<file path="src/source/pipe_trace_pkg.sv">
// Shared widths, table depth and stage indices for the pipeline trace unit and its testbench
package pipe_trace_pkg;

    ////////////////////////////////////////////////////////////////////////////
    // Pipeline shape
    ////////////////////////////////////////////////////////////////////////////

    localparam int STAGE_COUNT = 5;  // Fetch, decode, execute, memory, write-back

    // Position of each stage in the tracker's valid and tag arrays
    localparam int STG_IF  = 0;
    localparam int STG_ID  = 1;
    localparam int STG_EX  = 2;
    localparam int STG_MEM = 3;
    localparam int STG_WB  = 4;

    ////////////////////////////////////////////////////////////////////////////
    // Trace widths
    ////////////////////////////////////////////////////////////////////////////

    localparam int INST_ID_W = 8;
    localparam int CYCLE_W   = 16;
    localparam int COUNT_W   = 16;

    // Covers the five instructions that can be in flight at once
    localparam int TABLE_DEPTH = 8;
    localparam int TABLE_IDX_W = $clog2(TABLE_DEPTH);

    typedef logic [INST_ID_W-1:0]   inst_id_t;    // Accepted instruction number, wraps
    typedef logic [CYCLE_W-1:0]     cycle_t;      // Cycle count, timestamps, latencies
    typedef logic [COUNT_W-1:0]     count_t;      // Stall cycles and flush totals
    typedef logic [TABLE_IDX_W-1:0] table_idx_t;  // Low bits of an instruction tag

endpackage

</file>
<file path="src/source/stage_bus_if.sv">
// Stage occupancy, tags and cycle count shared by the tracker, the timestamp table and the reporter
interface stage_bus;

    pipe_trace_pkg::cycle_t   now;        // Cycles since reset release
    logic                     accept;     // New instruction taken at this edge
    pipe_trace_pkg::inst_id_t accept_id;
    logic                     if_valid;
    pipe_trace_pkg::inst_id_t if_id;
    logic                     id_valid;
    pipe_trace_pkg::inst_id_t id_id;
    logic                     hold;       // Fetch and decode frozen by a stall
    logic                     wb_valid;
    pipe_trace_pkg::inst_id_t wb_id;

    modport tracker (
        output now, accept, accept_id, if_valid, if_id, id_valid, id_id, hold, wb_valid, wb_id
    );

    // Timestamp table side
    modport tbl (
        input now, accept, accept_id, if_valid, if_id, id_valid, id_id, hold, wb_id
    );

    modport reporter (
        input now, wb_valid, wb_id
    );

endinterface

</file>
<file path="src/source/pipe_trace_top.sv">
// Pipeline trace unit top level, driven by issue, stall and flush strobes and producing retire records
module pipe_trace_top (
    input  logic                     clk,
    input  logic                     rst,
    input  logic                     issue,
    input  logic                     stall,
    input  logic                     flush,
    output pipe_trace_pkg::count_t   flushed_count,
    output logic                     retire_valid,
    output pipe_trace_pkg::inst_id_t retire_id,
    output pipe_trace_pkg::cycle_t   retire_fetch_cycle,
    output pipe_trace_pkg::count_t   retire_stall_cycles,
    output pipe_trace_pkg::cycle_t   retire_latency
);

    pipe_trace_pkg::cycle_t wb_fetch_cycle;   // Table lookup at write-back
    pipe_trace_pkg::count_t wb_stall_cycles;

    stage_bus bus ();

    stage_tracker u_tracker (
        .clk           (clk),
        .rst           (rst),
        .issue         (issue),
        .stall         (stall),
        .flush         (flush),
        .bus           (bus.tracker),
        .flushed_count (flushed_count)
    );

    timestamp_table u_table (
        .clk             (clk),
        .rst             (rst),
        .bus             (bus.tbl),
        .wb_fetch_cycle  (wb_fetch_cycle),
        .wb_stall_cycles (wb_stall_cycles)
    );

    // Adds the one register stage of the retire path
    retire_reporter u_reporter (
        .clk                 (clk),
        .rst                 (rst),
        .bus                 (bus.reporter),
        .wb_fetch_cycle      (wb_fetch_cycle),
        .wb_stall_cycles     (wb_stall_cycles),
        .retire_valid        (retire_valid),
        .retire_id           (retire_id),
        .retire_fetch_cycle  (retire_fetch_cycle),
        .retire_stall_cycles (retire_stall_cycles),
        .retire_latency      (retire_latency)
    );

endmodule

</file>
<file path="src/source/retire_reporter.sv">
// Registers one retire record per instruction leaving write-back, with fetch cycle, stalls and latency
module retire_reporter (
    input  logic                     clk,
    input  logic                     rst,
    stage_bus.reporter               bus,
    input  pipe_trace_pkg::cycle_t   wb_fetch_cycle,
    input  pipe_trace_pkg::count_t   wb_stall_cycles,
    output logic                     retire_valid,
    output pipe_trace_pkg::inst_id_t retire_id,
    output pipe_trace_pkg::cycle_t   retire_fetch_cycle,
    output pipe_trace_pkg::count_t   retire_stall_cycles,
    output pipe_trace_pkg::cycle_t   retire_latency
);

    pipe_trace_pkg::cycle_t latency;

    assign latency = bus.now - wb_fetch_cycle;  // Wraps with the cycle counter

    // One-cycle pulse per retiring instruction
    always_ff @(posedge clk) begin
        if (rst) begin
            retire_valid <= 1'b0;
        end else begin
            retire_valid <= bus.wb_valid;
        end
    end

    ////////////////////////////////////////////////////////////////////////////
    // Record fields
    ////////////////////////////////////////////////////////////////////////////

    always_ff @(posedge clk) begin
        if (bus.wb_valid) begin
            retire_id           <= bus.wb_id;
            retire_fetch_cycle  <= wb_fetch_cycle;
            retire_stall_cycles <= wb_stall_cycles;
            retire_latency      <= latency;
        end
    end

    // Timestamp written at accept and read at write-back in another module,
    // so a stale or overwritten entry shows up as a short latency
    min_latency: assert property (@(posedge clk) disable iff (rst)
        retire_valid |-> retire_latency >= pipe_trace_pkg::cycle_t'(pipe_trace_pkg::STAGE_COUNT - 1));

endmodule

</file>
<file path="src/source/stage_tracker.sv">
// Follows instruction tags through the five pipeline stages under stall and flush and counts cycles
module stage_tracker (
    input  logic                   clk,
    input  logic                   rst,
    input  logic                   issue,
    input  logic                   stall,
    input  logic                   flush,
    stage_bus.tracker              bus,
    output pipe_trace_pkg::count_t flushed_count
);

    logic [pipe_trace_pkg::STAGE_COUNT-1:0] valid_q;
    pipe_trace_pkg::inst_id_t               tag_q [pipe_trace_pkg::STAGE_COUNT];
    pipe_trace_pkg::inst_id_t               next_tag_q;
    pipe_trace_pkg::cycle_t                 now_q;
    pipe_trace_pkg::count_t                 flushed_q;
    logic                                   accept;
    logic                                   hold;
    logic [1:0]                             flush_num;

    assign accept    = issue && !stall && !flush;
    assign hold      = stall && !flush;  // Flush wins over stall
    assign flush_num = 2'(valid_q[pipe_trace_pkg::STG_IF]) + 2'(valid_q[pipe_trace_pkg::STG_ID]);

    ////////////////////////////////////////////////////////////////////////////
    // Occupancy and counters
    ////////////////////////////////////////////////////////////////////////////

    always_ff @(posedge clk) begin
        if (rst) begin
            valid_q    <= '0;
            next_tag_q <= '0;
            now_q      <= '0;
            flushed_q  <= '0;
        end else begin
            now_q <= now_q + 1'b1;

            // Back end never stalls
            valid_q[pipe_trace_pkg::STG_WB]  <= valid_q[pipe_trace_pkg::STG_MEM];
            valid_q[pipe_trace_pkg::STG_MEM] <= valid_q[pipe_trace_pkg::STG_EX];

            if (flush) begin
                valid_q[pipe_trace_pkg::STG_IF] <= 1'b0;
                valid_q[pipe_trace_pkg::STG_ID] <= 1'b0;
                valid_q[pipe_trace_pkg::STG_EX] <= 1'b0;
                flushed_q <= flushed_q + pipe_trace_pkg::count_t'(flush_num);
            end else if (stall) begin
                valid_q[pipe_trace_pkg::STG_EX] <= 1'b0;  // Bubble into execute
            end else begin
                valid_q[pipe_trace_pkg::STG_EX] <= valid_q[pipe_trace_pkg::STG_ID];
                valid_q[pipe_trace_pkg::STG_ID] <= valid_q[pipe_trace_pkg::STG_IF];
                valid_q[pipe_trace_pkg::STG_IF] <= issue;
            end

            if (accept) begin
                next_tag_q <= next_tag_q + 1'b1;
            end
        end
    end

    // Tags only mean something where the valid bit is set
    always_ff @(posedge clk) begin
        tag_q[pipe_trace_pkg::STG_WB]  <= tag_q[pipe_trace_pkg::STG_MEM];
        tag_q[pipe_trace_pkg::STG_MEM] <= tag_q[pipe_trace_pkg::STG_EX];
        if (!(stall || flush)) begin
            tag_q[pipe_trace_pkg::STG_EX] <= tag_q[pipe_trace_pkg::STG_ID];
            tag_q[pipe_trace_pkg::STG_ID] <= tag_q[pipe_trace_pkg::STG_IF];
            tag_q[pipe_trace_pkg::STG_IF] <= next_tag_q;
        end
    end

    ////////////////////////////////////////////////////////////////////////////
    // Stage bus
    ////////////////////////////////////////////////////////////////////////////

    assign bus.now       = now_q;
    assign bus.accept    = accept;
    assign bus.accept_id = next_tag_q;
    assign bus.if_valid  = valid_q[pipe_trace_pkg::STG_IF];
    assign bus.if_id     = tag_q[pipe_trace_pkg::STG_IF];
    assign bus.id_valid  = valid_q[pipe_trace_pkg::STG_ID];
    assign bus.id_id     = tag_q[pipe_trace_pkg::STG_ID];
    assign bus.hold      = hold;
    assign bus.wb_valid  = valid_q[pipe_trace_pkg::STG_WB];
    assign bus.wb_id     = tag_q[pipe_trace_pkg::STG_WB];

    assign flushed_count = flushed_q;

    // Back-to-back write-back occupants are consecutive accepts, a flush
    // can only open a gap where a bubble already separates them
    wb_tag_order: assert property (@(posedge clk) disable iff (rst)
        valid_q[pipe_trace_pkg::STG_WB] && $past(valid_q[pipe_trace_pkg::STG_WB])
        |-> tag_q[pipe_trace_pkg::STG_WB]
            == pipe_trace_pkg::inst_id_t'($past(tag_q[pipe_trace_pkg::STG_WB]) + 1'b1));

endmodule

</file>
<file path="src/source/timestamp_table.sv">
// Per-instruction fetch cycle and stall count, written from the stage bus and read at write-back
module timestamp_table (
    input  logic                   clk,
    input  logic                   rst,
    stage_bus.tbl                  bus,
    output pipe_trace_pkg::cycle_t wb_fetch_cycle,
    output pipe_trace_pkg::count_t wb_stall_cycles
);

    pipe_trace_pkg::cycle_t     fetch_mem [pipe_trace_pkg::TABLE_DEPTH];
    pipe_trace_pkg::count_t     stall_mem [pipe_trace_pkg::TABLE_DEPTH];
    pipe_trace_pkg::table_idx_t acc_idx;
    pipe_trace_pkg::table_idx_t if_idx;
    pipe_trace_pkg::table_idx_t id_idx;
    pipe_trace_pkg::table_idx_t wb_idx;

    // Entry picked by the low tag bits
    assign acc_idx = pipe_trace_pkg::table_idx_t'(bus.accept_id);
    assign if_idx  = pipe_trace_pkg::table_idx_t'(bus.if_id);
    assign id_idx  = pipe_trace_pkg::table_idx_t'(bus.id_id);
    assign wb_idx  = pipe_trace_pkg::table_idx_t'(bus.wb_id);

    ////////////////////////////////////////////////////////////////////////////
    // Writes
    ////////////////////////////////////////////////////////////////////////////

    always_ff @(posedge clk) begin
        // Accept and hold never coincide
        if (bus.accept) begin
            fetch_mem[acc_idx] <= bus.now;  // Fetch timestamp
            stall_mem[acc_idx] <= '0;
        end

        if (bus.hold) begin
            if (bus.if_valid) begin
                stall_mem[if_idx] <= stall_mem[if_idx] + 1'b1;
            end
            if (bus.id_valid) begin
                stall_mem[id_idx] <= stall_mem[id_idx] + 1'b1;
            end
        end
    end

    ////////////////////////////////////////////////////////////////////////////
    // Write-back lookup
    ////////////////////////////////////////////////////////////////////////////

    assign wb_fetch_cycle  = fetch_mem[wb_idx];
    assign wb_stall_cycles = stall_mem[wb_idx];

    // Two live front-end instructions never share an entry, or the stall
    // increments above would collide
    front_idx_distinct: assert property (@(posedge clk) disable iff (rst)
        bus.if_valid && bus.id_valid |-> if_idx != id_idx);

endmodule

</file>
<file path="config.mk">
export PLATFORM = sky130hd
export DESIGN_NAME = pipe_trace_top
export DESIGN_NICKNAME = d
export VERILOG_FILES = /design/src/source/pipe_trace_pkg.sv /design/src/source/stage_bus_if.sv /design/src/source/pipe_trace_top.sv /design/src/source/retire_reporter.sv /design/src/source/stage_tracker.sv /design/src/source/timestamp_table.sv
export SDC_FILE = /design/constraint.sdc
export NUM_CORES = 1
export LEC_CHECK = 0
export BUFFER_PORTS_ARGS = -buffer_cell sky130_fd_sc_hd__buf_2
export CAP_MARGIN = 20
export CORE_UTILIZATION = 45
export CTS_BUF_LIST = sky130_fd_sc_hd__clkbuf_4 sky130_fd_sc_hd__clkbuf_8 sky130_fd_sc_hd__clkbuf_16
export DETAILED_ROUTE_END_ITERATION = 12
export SLEW_MARGIN = 20
export SYNTH_ARGS = -nofsm -noshare
export SYNTH_HDL_FRONTEND = slang
export SYNTH_SLANG_ARGS = --single-unit
</file>
<file path="constraint.sdc">
create_clock -name clk -period 5.6 [get_ports clk]
set_input_delay 1.12 -clock clk [delete_from_list [all_inputs] [get_ports clk]]
set_output_delay 1.12 -clock clk [all_outputs]
set_load 0.02 [all_outputs]
</file>
**Yosys cells after proc, flatten, opt, wreduce, memory -nomap -nowiden**

Memories as Yosys holds them, arrays and structs flattened. A register that Yosys moved wholly into a read port is not among the register bits.
Cells that the tools add are included.

- Add/subtract/negate cells: 7
- Multiplexer cells: 12
- Reductions and logical operators: 9

Operators by type and width:

| operator | count |
|---|---|
| 16-bit by 1-bit adder with 16-bit output, second input constant | 3 |
| 16-bit by 2-bit adder with 16-bit output | 1 |
| 16-bit 2-to-1 mux | 1 |
| 16-bit OR reduction | 1 |
| 16-bit subtractor | 1 |
| 1-bit 2-to-1 mux | 10 |
| 8-bit by 1-bit adder with 8-bit output, second input constant | 1 |
| 1-bit logical AND | 3 |
| 3-bit 2-to-1 mux | 1 |
| 3-bit OR reduction | 1 |
| 1-bit by 1-bit adder with 2-bit output | 1 |
| 1-bit logical NOT | 2 |
| 2-bit OR reduction | 1 |
| 1-bit logical OR | 1 |

- Register bits after elaboration: 86
- RAM bits: 296
- Input port bits: 5
- Word-level logic and storage cells: 41
- Memories kept: 3

Memory list:

| name | depth | bits a word | read ports | clocked after Yosys merged registers in | write ports | RTL line | RTL |
|---|---|---|---|---|---|---|---|
| u_table.fetch_mem | 8 | 16 | 1 | 0 | 1 | timestamp_table.sv:10 | `pipe_trace_pkg::cycle_t fetch_mem [pipe_trace_pkg::TABLE_DEPTH];` |
| u_table.stall_mem | 8 | 16 | 3 | 1 | 2 | timestamp_table.sv:11 | `pipe_trace_pkg::count_t stall_mem [pipe_trace_pkg::TABLE_DEPTH];` |
| u_tracker.tag_q | 5 | 8 | 5 | 0 | 5 | stage_tracker.sv:13 | `pipe_trace_pkg::inst_id_t tag_q [pipe_trace_pkg::STAGE_COUNT];` |

**Depth between registers and ports, before layout**

Gate-level depths: netlist of the first run.

- Depth after elaboration: 6
- Mapped depth: 14
- Depth with buffers taken out: 12

**Hierarchy**

Synthesis of the first run repeated with hierarchy kept, for this count alone.

- Cells, all modules: 1,315
- Area, all modules: 19,454.9 um^2

Modules (own cells, without submodules):

| module | instances | cells each | area an instance (um^2) | seq. area each (um^2) |
|---|---|---|---|---|
| timestamp_table | 1 | 834 | 13,604.3 | 7,687.4 |
| stage_tracker | 1 | 293 | 3,290.7 | 1,941.9 |
| retire_reporter | 1 | 188 | 2,560.0 | 1,701.6 |

**Worst setup path before layout of the first run**

OpenSTA, ideal clock, no wires.

- Path kind: input -> register
- Start: input flush
- End: memory u_table.fetch_mem[0][0] (netlist name), enable pin
- Setup time: 0.431 ns
- Arrival: 4.458 ns
- Data required time: 5.169 ns
- Setup slack: 0.712 ns
- Cell stages on the path: 4
- Path buffers: 1
- Path through: clkbuf_1 -> nor2_1 -> nand2_1 -> nor4_1

- Longest elaborated chain between the ends: 4

RTL lines:

| element | RTL line | RTL |
|---|---|---|
| start, declared | pipe_trace_top.sv:7 | `input logic flush,` |
| 1-bit logical NOT | stage_tracker.sv:21 | `assign accept = issue && !stall && !flush;` |
| 1-bit logical AND | stage_tracker.sv:21 |  |
| 1-bit 2-to-1 mux | timestamp_table.sv:29 | `if (bus.accept) begin` |
| 1-bit 2-to-1 mux (not written as such) | timestamp_table.sv:30 | `fetch_mem[acc_idx] <= bus.now;` |
| end, declared | timestamp_table.sv:10 |  |

No other way between the ends.

==> results of run 1 <==
## metrics by stage
| stage | area (µm²) | util (%) | std cells | power (mW) | hold slack [ns] |
|---|---|---|---|---|---|
| 5_1_grt | 21800 | 51.8 | 1980 | 6.69 | 0.324 |
| 3_3_place_gp | 20300 | 48.2 | 1900 | 3.58 | 0.310 |
| 4_1_cts | 21800 | 51.8 | 1980 | 6.56 | 0.312 |
| 3_5_place_dp | 20300 | 48.2 | 1900 | 3.58 | 0.312 |
| 2_1_floorplan | 19200 | - | 1312 | 3.50 | 0.310 |
| 6_report | 21800 | 51.8 | 1980 | 6.51 | 0.319 |
## layout by cell type, fill, tap and decap left out, types with 25 or more instances in the layout
| cell type | n |
|---|---|
| buf_2 | 77 |
| buf_4 | 40 |
| clkbuf_16 | 46 |
| dfxtp_1 | 58 |
| edfxtp_1 | 336 |
| inv_1 | 27 |
| mux2_2 | 30 |
| mux2i_1 | 94 |
| mux4_2 | 106 |
| nand2_1 | 114 |
| nor2_1 | 69 |
| o21ai_0 | 62 |
| o22ai_1 | 32 |
| xnor2_1 | 25 |
| xor2_1 | 33 |
## flip-flops by register name, summed over array words and instances, names as in the netlist, 5 cells and up
register and cells:
u_tracker.bus.now 16, u_reporter.retire_stall_cycles 16, u_tracker.tag_q 40, u_table.fetch_mem 128, u_reporter.retire_fetch_cycle 16, u_table.stall_mem 128
u_tracker.valid_q 5, u_tracker.flushed_count 16, u_tracker.bus.accept_id 8, u_reporter.retire_id 8, u_reporter.retire_latency 16
## worst min-delay path by stage
stage / start / end / slack [ns] / depth (start not counted)
detailed placement: u_tracker.tag_q[0][25] / u_tracker.tag_q[0][33] / 0.31 / 0
floorplan: u_tracker.tag_q[0][24] / u_tracker.tag_q[0][32] / 0.31 / 0
CTS: u_tracker.tag_q[0][26] / u_tracker.tag_q[0][34] / 0.31 / 0
global route: u_tracker.tag_q[0][26] / u_tracker.tag_q[0][34] / 0.32 / 0
global placement: u_tracker.tag_q[0][26] / u_tracker.tag_q[0][34] / 0.31 / 0
finish: u_tracker.tag_q[0][26] / u_tracker.tag_q[0][34] / 0.32 / 0
## kinds of logic after synthesis
| logic type | count (synthesis) | share of synthesized area [%] |
|---|---|---|
| and+or+nand+nor | 313 | 7.97 |
| AOI/OAI and AO/OA | 184 | 6.10 |
| DFF | 398 | 59.0 |
| xor gates and xnor gates | 61 | 2.96 |
| buffers and inverters | 97 | 2.50 |
| adders and majority gates | 22 | 1.51 |
| muxes | 237 | 20.0 |
## routing by layer
| layer | GRT usage (%) | vias to the layer above | part of all wire, % |
|---|---|---|---|
| met5 | 0 | - | 0 |
| li1 | - | 5343 | - |
| met1 | 28.8 | 5979 | 42 |
| met2 | 37.9 | 372 | 50 |
| met4 | 7.12 | 0 | 2.7 |
| met3 | 3.55 | 96 | 5.2 |
## layout make-up
class / instances / area [µm²] / share of cell area, %
flip-flops and latches: 398 / 11300 / 52.1
multi-input cells: 817 / 7450 / 34.2
clock buffers: 60 / 1290 / 5.91
repair buffers: 117 / 686 / 3.15
well taps: 539 / 674 / 3.10
clock inverters: 20 / 221 / 1.02
inverters: 29 / 109 / 0.500
## cells in the mapped netlist (3+ instances only)
cell / instances / area [µm²]
nand2_1: 114 / 428
nor4_1: 4 / 25.0
xnor2_1: 25 / 219
mux4_2: 106 / 2390
dfxtp_1: 62 / 1240
a32oi_1: 3 / 26.3
mux2i_1: 94 / 941
a21o_1: 3 / 22.5
buf_4: 8 / 60.1
nand3_1: 21 / 105
mux4_1: 6 / 158
buf_6: 4 / 45.0
edfxtp_1: 336 / 10100
nor2b_1: 10 / 62.6
a31oi_1: 3 / 18.8
xor2_1: 33 / 289
and3_1: 18 / 113
a2111oi_0: 3 / 26.3
nor2_1: 71 / 267
or2_2: 4 / 25.0
o22ai_1: 32 / 200
a32o_1: 3 / 30.0
a221oi_1: 6 / 52.6
buf_1: 15 / 56.3
o21ai_0: 68 / 340
a21oi_1: 22 / 110
ha_1: 20 / 250
nand4_1: 11 / 68.8
a221o_1: 3 / 30.0
o21bai_1: 3 / 22.5
inv_1: 27 / 101
o31ai_1: 8 / 60.1
nand2b_1: 7 / 43.8
o211ai_1: 4 / 30.0
buf_2: 9 / 45.0
or3_1: 13 / 81.3
clkbuf_1: 29 / 109
a211oi_1: 3 / 22.5
nor3_1: 16 / 80.1
mux2_2: 30 / 338
and2_1: 6 / 37.5
## power groups by stage
stage	clock network (mW)	registers [mW]	logic, mW
floorplan	0	3.28	0.222
global placement	0	3.30	0.278
detailed placement	0	3.30	0.280
CTS	3.04	3.24	0.282
global route	3.15	3.24	0.303
finish	2.99	3.24	0.280
==> impl_metrics.yaml, run 1 <==
outcome:
  run_status: "complete, no violations"
power:
  p_leak_nw: 7.95
  ir_worst_vdd_v: 0.000191
  pwr-share-clk_pct: 45.9
  swShare_pct: 21.7
  power_frac_comb_pct: 4.3
  power.density_mw_per_mm2: 299
  power_switching_mw: 1.41
  p_int_mw: 5.10
  seqPwrFrac_pct: 49.8
global_routing:
  grt_pass1_wl_um: 72700
  grt_max_degree: 51
  grt_use_total_pct: 22.1
  antenna_found_initial: 0
  grt_pass1_vias: 12100
  grt_overflow_total: 0
synthesis:
  ys_async_sr_fraction_pct: 0
  synth.distinct_cells: 77
  synth_area_mm2: 0.0192
  ys_ff_latch: 398
  ys_seq_area_share_pct: 59.0
  synth-edff-count: 336
  yosys_warnings: 0
  ys.flop_type: "edfxtp_1"
  synthesis.nets: 1339
  syn_area_per_cell_um2: 14.6
  syn_inst: 1312
sta:
  layout_setup_ws_ns: 1.41
  period_share_pct: 74.8
  max_freq_mhz: 239
  worst_slew_pin_slew_ns: 1.06
  finalSetupViolCount: 0
  grt_setup_unrepaired: "no"
  hold_viol_final: 0
  min_period_ns: 4.19
  setup-tns-final_ns: 0
  finalClockSkew_ns: 0.0238
  relSlewSlack_pct: 29.4
  maxSlewViolCount: 0
job:
  drv_cap: 0
setup_path:
  end_kind: "flip-flop"
  crit_path_start: "u_tracker.tag_q[0][32]"
  rrSetupSlack_ns: 1.41
  crit_required_ns: 5.94
  crit_fanout: 29
  r2r-end: "u_reporter.retire_latency[13]"
  timing.rr.start: "u_tracker.tag_q[0][32]"
  timing.critical_path.buf_inv: 0
  cp.arrival_ns: 4.53
  critPathKind: "reg2reg"
  reg2regPathDepth: 10
  cp_cell_sequence: "mux4_2, mux2i_1, ha_1, nor2b_1, o31a_1, o211ai_1, a21oi_1, a2111oi_0, nor2_1, o311ai_0"
  cpPeakStageDelay_ns: 0.74
  start_kind: "flip-flop"
  path_depth: 10
  slowest_stage: "dfxtp_4"
  endpoint: "u_reporter.retire_latency[13]"
  cp_top_family: "compound AO/OA/AOI/OAI gates"
clocking:
  holdBufCountCts: 0
  cts_num_sinks: 398
  clk_pin_slew_worst_paths_ns: 0.06
  cts_tree: "done"
  post_cts_resized: 0
  clkLatencyLatePin_ns: 0.59
  cts-buffers-inserted: 45
  clockBufferDepth: 3
  htreeDepth: 2
  cts_root_buf: "clkbuf_16"
  post_cts_buffers: 0
final_layout:
  fill_cells: 3574
  area_growth_pct: 13.3
  n_antenna_cell: 0
  nets: 1435
  drive_above_1_share_pct: 25.7
detailed_routing:
  vias_per_cell: 5.95
  vias: 11800
  drtAntennaViolNets: 0
  first_pass_iters: 5
  avgRoutedWirePerCell_um: 23.8
  drc: 0
  drt_wl_total_um: 47200
  first_iter_violations: 988
placement:
  pre_cts_ws_ns: 1.41
  gp_congestion: 0.894
  port_buffers: 77
  dp_hpwl_um: 31200
floorplanning:
  start_util_pct: 45.7
  dieArea_mm2: 0.0435
  die_h_um: 209
  die_w_um: 209
  rows: 75
  io_pins: 78
  core_area_mm2: 0.0420
min_path:
  hold_path_class: "reg2reg"
Note: power is estimated with default switching activity, not from simulation.
==> inputs of run 2 (changes only) <==
- clock period: 5.6 -> 3.95 ns (I/O delays scaled with it)
==> run 2 against run 1 <==
  * Via count is 1.8% higher
  * First-iteration DRC count is 2.2% lower
  * Worst setup slack got worse by 1.0 ns
  * Largest power group unchanged
  * Clock skew about the same
  * Clock power rose by 45%
  * Sequential power is 41% higher
  * Highest routed layer unchanged
  * Non-clock buffer count increased by 32
  * Combinational power grew 51%
  * Final area grew 1.6%
  * Die area unchanged
  * Clock-buffer cell count fell by 5
  * Power up 44%
==> impl_metrics.yaml, run 2 (synthesized netlist as in run 1, its figures left out) <==
clocking:
  clk_pin_slew_worst_paths_ns: 0.06
  clkLatencyLatePin_ns: 0.59
  cts_root_buf: "clkbuf_16"
  htreeDepth: 2
  post_cts_buffers: 0
  cts-buffers-inserted: 44
  cts_num_sinks: 398
  holdBufCountCts: 0
  post_cts_resized: 0
  cts_tree: "done"
  clockBufferDepth: 3
final_layout:
  final_core_util_pct: 52.6
  fill_cells: 3548
  biggestRegsByFlops: "u_table.fetch_mem (128), u_table.stall_mem (128), u_tracker.tag_q (40)"
  area_growth_pct: 15.1
  n_antenna_cell: 0
  final_common_cell: "edfxtp_1"
  final_cell_mix: "edfxtp_1 (336), nand2_1 (114), mux4_2 (106)"
  drive_above_1_share_pct: 27.4
  final_cell_area_mm2: 0.0221
  nets: 1466
floorplanning:
  start_util_pct: 45.7
  dieArea_mm2: 0.0435
  rows: 75
  die_w_um: 209
  core_area_mm2: 0.0420
  io_pins: 78
  die_h_um: 209
min_path:
  hold_path_class: "reg2reg"
global_routing:
  grt_pass1_wl_um: 73000
  antenna_found_initial: 0
  grt_pass1_vias: 12100
  grt_overflow_total: 0
  grt_use_total_pct: 22.2
  grt_max_degree: 51
detailed_routing:
  vias_per_cell: 5.96
  drc: 0
  wl_met3_um: 3060
  drt-met1-wl_um: 20300
  drtAntennaViolNets: 0
  vias: 12000
  avgRoutedWirePerCell_um: 23.6
  wl_met2_um: 22500
  first_pass_iters: 5
  first_iter_violations: 966
  top_layer_used: "met4"
  drt_wl_total_um: 47500
job:
  drv_cap: 0
sta:
  grt_setup_unrepaired: "no"
  finalClockSkew_ns: 0.0242
  relSlewSlack_pct: 33.8
  max_freq_mhz: 281
  worst_slew_pin_slew_ns: 0.985
  period_share_pct: 89.9
  finalSetupViolCount: 0
  setup-tns-final_ns: 0
  min_period_ns: 3.55
  whs_ns: 0.324
  maxSlewViolCount: 0
  hold_viol_final: 0
setup_path:
  start_kind: "flip-flop"
  cp_cell_sequence: "mux4_2, mux2i_1, ha_1, nor2b_1, o31a_1, o211ai_1, a21oi_1, a2111oi_1, buf_4, nor2_1, o311ai_0"
  crit_required_ns: 4.33
  cp_top_family: "compound AO/OA/AOI/OAI gates"
  end_kind: "flip-flop"
  critPathKind: "reg2reg"
  cp.arrival_ns: 3.94
  cpPeakStageDelay_ns: 0.52
  timing.critical_path.buf_inv: 1
  slowest_stage: "mux4_2"
  crit_fanout: 10
placement:
  port_buffers: 77
  dp_hpwl_um: 31000
  placed_area_mm2: 0.0206
  gp_congestion: 0.881
power:
  power.density_mw_per_mm2: 422
  total_power_mw: 9.34
  p_leak_nw: 8.13
  ir_worst_vdd_v: 0.000314
outcome:
  run_status: "complete, no violations"
==> run 2: cell types whose count changed in the layout (fill, tap and decap cells not counted), moves of 2 or more <==
cell	previous run	this run
o21ai_2	6	4
bufinv_16	3	5
inv_6	0	4
buf_12	0	5
clkbuf_4	9	5
buf_4	40	67
clkinvlp_4	1	4
o21ai_1	1	3
inv_16	3	1
==> run 2: area by class of cell <==
type | instances | area (µm²) | share of cell area, %
clock inverter | 27 | 315 | 1.43
inverter | 29 | 109 | 0.492
timing repair buffer | 149 | 988 | 4.47
sequential | 398 | 11300 | 51.3
tap | 539 | 674 | 3.05
clock buffer | 55 | 1230 | 5.57
multi-input combinational | 817 | 7450 | 33.7
==> run 2: worst paths after layout <==
check	to	depth (start not counted)	slack [ns]	from
setup / recovery	u_reporter.retire_latency[13]	11	0.40	u_tracker.tag_q[0][32]
hold / removal	u_tracker.tag_q[0][32]	0	0.32	u_tracker.tag_q[0][24]
setup reg to reg	u_reporter.retire_latency[13]	11	0.40	u_tracker.tag_q[0][32]
hold reg to reg	u_tracker.tag_q[0][32]	0	0.32	u_tracker.tag_q[0][24]
==> run 2: power breakdown <==
group	internal [mW]	total, mW	switching, mW
sequential	4.55	4.58	0.0295
combinational	0.182	0.423	0.242
clock	2.58	4.34	1.77
total	7.30	9.34	2.04
==> run 2: per-stage QoR <==
step / cells / setup slack, ns
finish: 2014 / 0.397
global route: 2014 / 0.0788
CTS: 2014 / 0.263
detailed placement: 1932 / 0.290
global placement: 1932 / 0.274
floorplan: 1312 / 0.0258
==> run 2: layer usage <==
metal | global-route usage [%] | vias to the layer above
met5 | 0 | -
met4 | 8.24 | 0
met3 | 4.07 | 105
met2 | 35.3 | 437
met1 | 30.4 | 6042
li1 | - | 5419
==> run 2: worst reg2reg max path: cells and delay by family (launching register included) <==
| family | cells | cell delay, ns |
|---|---|---|
| adder cells (fa/ha/maj) | 1 | 0.29 |
| AND/OR/NAND/NOR | 2 | 0.20 |
| flip-flops | 1 | 0.45 |
| multiplexers | 2 | 0.80 |
| buffers and inverters | 1 | 0.19 |
| AO/OA/AOI/OAI | 5 | 1.42 |
==> inputs of run 3 (changes only) <==
- ABC_AREA: default -> 1
==> run 3 against run 2 <==
  * Utilization is 1.1 points lower
  * Flip-flop and latch count stayed put
  * Clock skew is 0.0072 ns lower
  * Sequential share of layout area is 2.7 points lower
  * Critical endpoint is now u_reporter.retire_latency[14]
  * Largest power group unchanged
  * Highest routed layer unchanged
==> impl_metrics.yaml, run 3 <==
sta:
  min_period_ns: 3.47
  finalClockSkew_ns: 0.0170
  whs_ns: 0.327
  finalSetupViolCount: 0
  setup-tns-final_ns: 0
  max_freq_mhz: 288
  grt_setup_unrepaired: "no"
  worst_slew_pin_slew_ns: 1.03
  maxSlewViolCount: 0
  period_share_pct: 87.9
  relSlewSlack_pct: 31.4
  hold_viol_final: 0
global_routing:
  grt_pass1_wl_um: 97900
  grt_pass1_vias: 16800
  grt_use_total_pct: 27.4
  antenna_found_initial: 0
  grt_max_degree: 74
  grt_overflow_total: 0
clocking:
  cts-buffers-inserted: 45
  clkLatencyLatePin_ns: 0.59
  clk_pin_slew_worst_paths_ns: 0.06
  cts_root_buf: "clkbuf_16"
  holdBufCountCts: 0
  clockBufferDepth: 3
  htreeDepth: 2
  post_cts_buffers: 0
  cts_num_sinks: 398
  post_cts_resized: 0
  cts_tree: "done"
synthesis:
  syn_area_per_cell_um2: 8.58
  synth_largest_area_cell: "edfxtp_1"
  netlist_top_cells_count: "nand2_1 (714), edfxtp_1 (336), o21ai_0 (240)"
  synth.distinct_cells: 45
  ys_seq_area_share_pct: 54.7
  synth-edff-count: 336
  synth.top_cell.area_share_pct: 48.7
  syn_inst: 2415
  yosysMostFrequentCell: "nand2_1"
  synth_area_mm2: 0.0207
  ys_async_sr_fraction_pct: 0
  ys.flop_type: "edfxtp_1"
  synthesis.nets: 2442
  post_synth_main_area_contributors: "edfxtp_1 (49%), nand2_1 (13%), dfxtp_1 (6.0%), o21ai_0 (5.8%), inv_1 (4.1%)"
  ys_ff_latch: 398
  yosys_warnings: 0
final_layout:
  final_common_cell: "nand2_1"
  drive_above_1_share_pct: 10.8
  final_core_util_pct: 51.5
  biggestRegsByFlops: "u_table.fetch_mem (128), u_table.stall_mem (128), u_tracker.tag_q (40)"
  n_antenna_cell: 0
  final_cell_mix: "nand2_1 (714), edfxtp_1 (336), o21ai_0 (232)"
  register_area_mm2: 0.0113
  area_growth_pct: 12.7
  fill_cells: 4170
  multi_input_area_mm2: 0.00793
  nets: 2505
min_path:
  hold_path_class: "reg2reg"
setup_path:
  end_kind: "flip-flop"
  critPathKind: "reg2reg"
  start_kind: "flip-flop"
  cp.arrival_ns: 3.80
  crit_fanout: 39
  crit_required_ns: 4.28
detailed_routing:
  avgRoutedWirePerCell_um: 20.6
  first_pass_iters: 6
  vias_per_cell: 5.70
  drtAntennaViolNets: 0
  vias: 17700
  drt_wl_total_um: 64000
  first_iter_violations: 1978
  drc: 0
floorplanning:
  die_h_um: 217
  dieArea_mm2: 0.0469
  io_pins: 78
  die_w_um: 217
  core_area_mm2: 0.0454
  start_util_pct: 45.6
  rows: 78
power:
  ir_worst_vdd_v: 0.000346
  p_leak_nw: 9.52
  power.density_mw_per_mm2: 414
placement:
  port_buffers: 77
  gp_congestion: 0.922
  dp_hpwl_um: 40700
job:
  drv_cap: 0
outcome:
  run_status: "complete, no violations"
[run 3: path summary, 6_finish.rpt]
check | cells past startpoint | slack [ns] | start | to
min reg2reg | 0 | 0.33 | u_tracker.tag_q[0][29] | u_tracker.tag_q[0][37]
min | 0 | 0.33 | u_tracker.tag_q[0][29] | u_tracker.tag_q[0][37]
max | 13 | 0.48 | u_tracker.tag_q[0][32] | u_reporter.retire_latency[14]
max reg2reg | 13 | 0.48 | u_tracker.tag_q[0][32] | u_reporter.retire_latency[14]
[run 3: logic make-up (layout without fill, tap and decap cells)]
group	count (synthesis)	in the layout	synth area share, %
compound gates	450	450	11.8
simple gates	1151	1151	23.4
mux	8	8	0.387
buf+inv	362	459	7.19
fa+ha+maj	22	22	1.40
xor+xnor	24	24	1.12
flops	398	398	54.7
[run 3: where the power goes]
group | total, mW | leakage (nW) | switching, mW | internal [mW]
registers | 4.58 | 3.63 | 0.0297 | 4.56
logic | 0.577 | 5.12 | 0.423 | 0.154
clock network | 4.50 | 0.773 | 1.77 | 2.73
total | 9.66 | 9.52 | 2.23 | 7.43
[run 3: stage by stage]
step / power (mW) / area (µm²) / worst slack, ns / cells
3_5_place_dp: 5.24 / 21800 / 0.528 / 3031
6_report: 9.66 / 23300 / 0.479 / 3112
3_3_place_gp: 5.23 / 21800 / 0.591 / 3031
2_1_floorplan: 5.06 / 20700 / 0.113 / 2415
5_1_grt: 9.95 / 23300 / 0.227 / 3112
4_1_cts: 9.73 / 23300 / 0.525 / 3112
[run 3: layer usage]
layer	GRT usage, %	wire, µm	part of all wire, %
met1	39.9	28300	44
met2	40.9	27300	43
met3	4.53	6270	9.8
met4	10.2	2160	3.4
met5	0	0	0
[run 3: cell type report]
cell class	instances	share of cell area, %
repair buffers	139	3.64
inverters	239	3.86
flip-flops and latches	398	48.6
multi-input cells	1655	34.0
clock inverters	31	1.76
well taps	600	3.22
clock buffers	50	4.98
[run 3: critical path: stages (launching register included)]
cell and delay, ns:
dfxtp_4 0.47, clkinv_2 0.33, buf_4 0.32, o21ai_0 0.12
o22ai_1 0.16, inv_1 0.06, o21ai_0 0.47, inv_1 0.10
ha_1 0.39, a21oi_1 0.24, o21ai_0 0.11, a21oi_1 0.14
o21ai_0 0.13, xor2_1 0.16
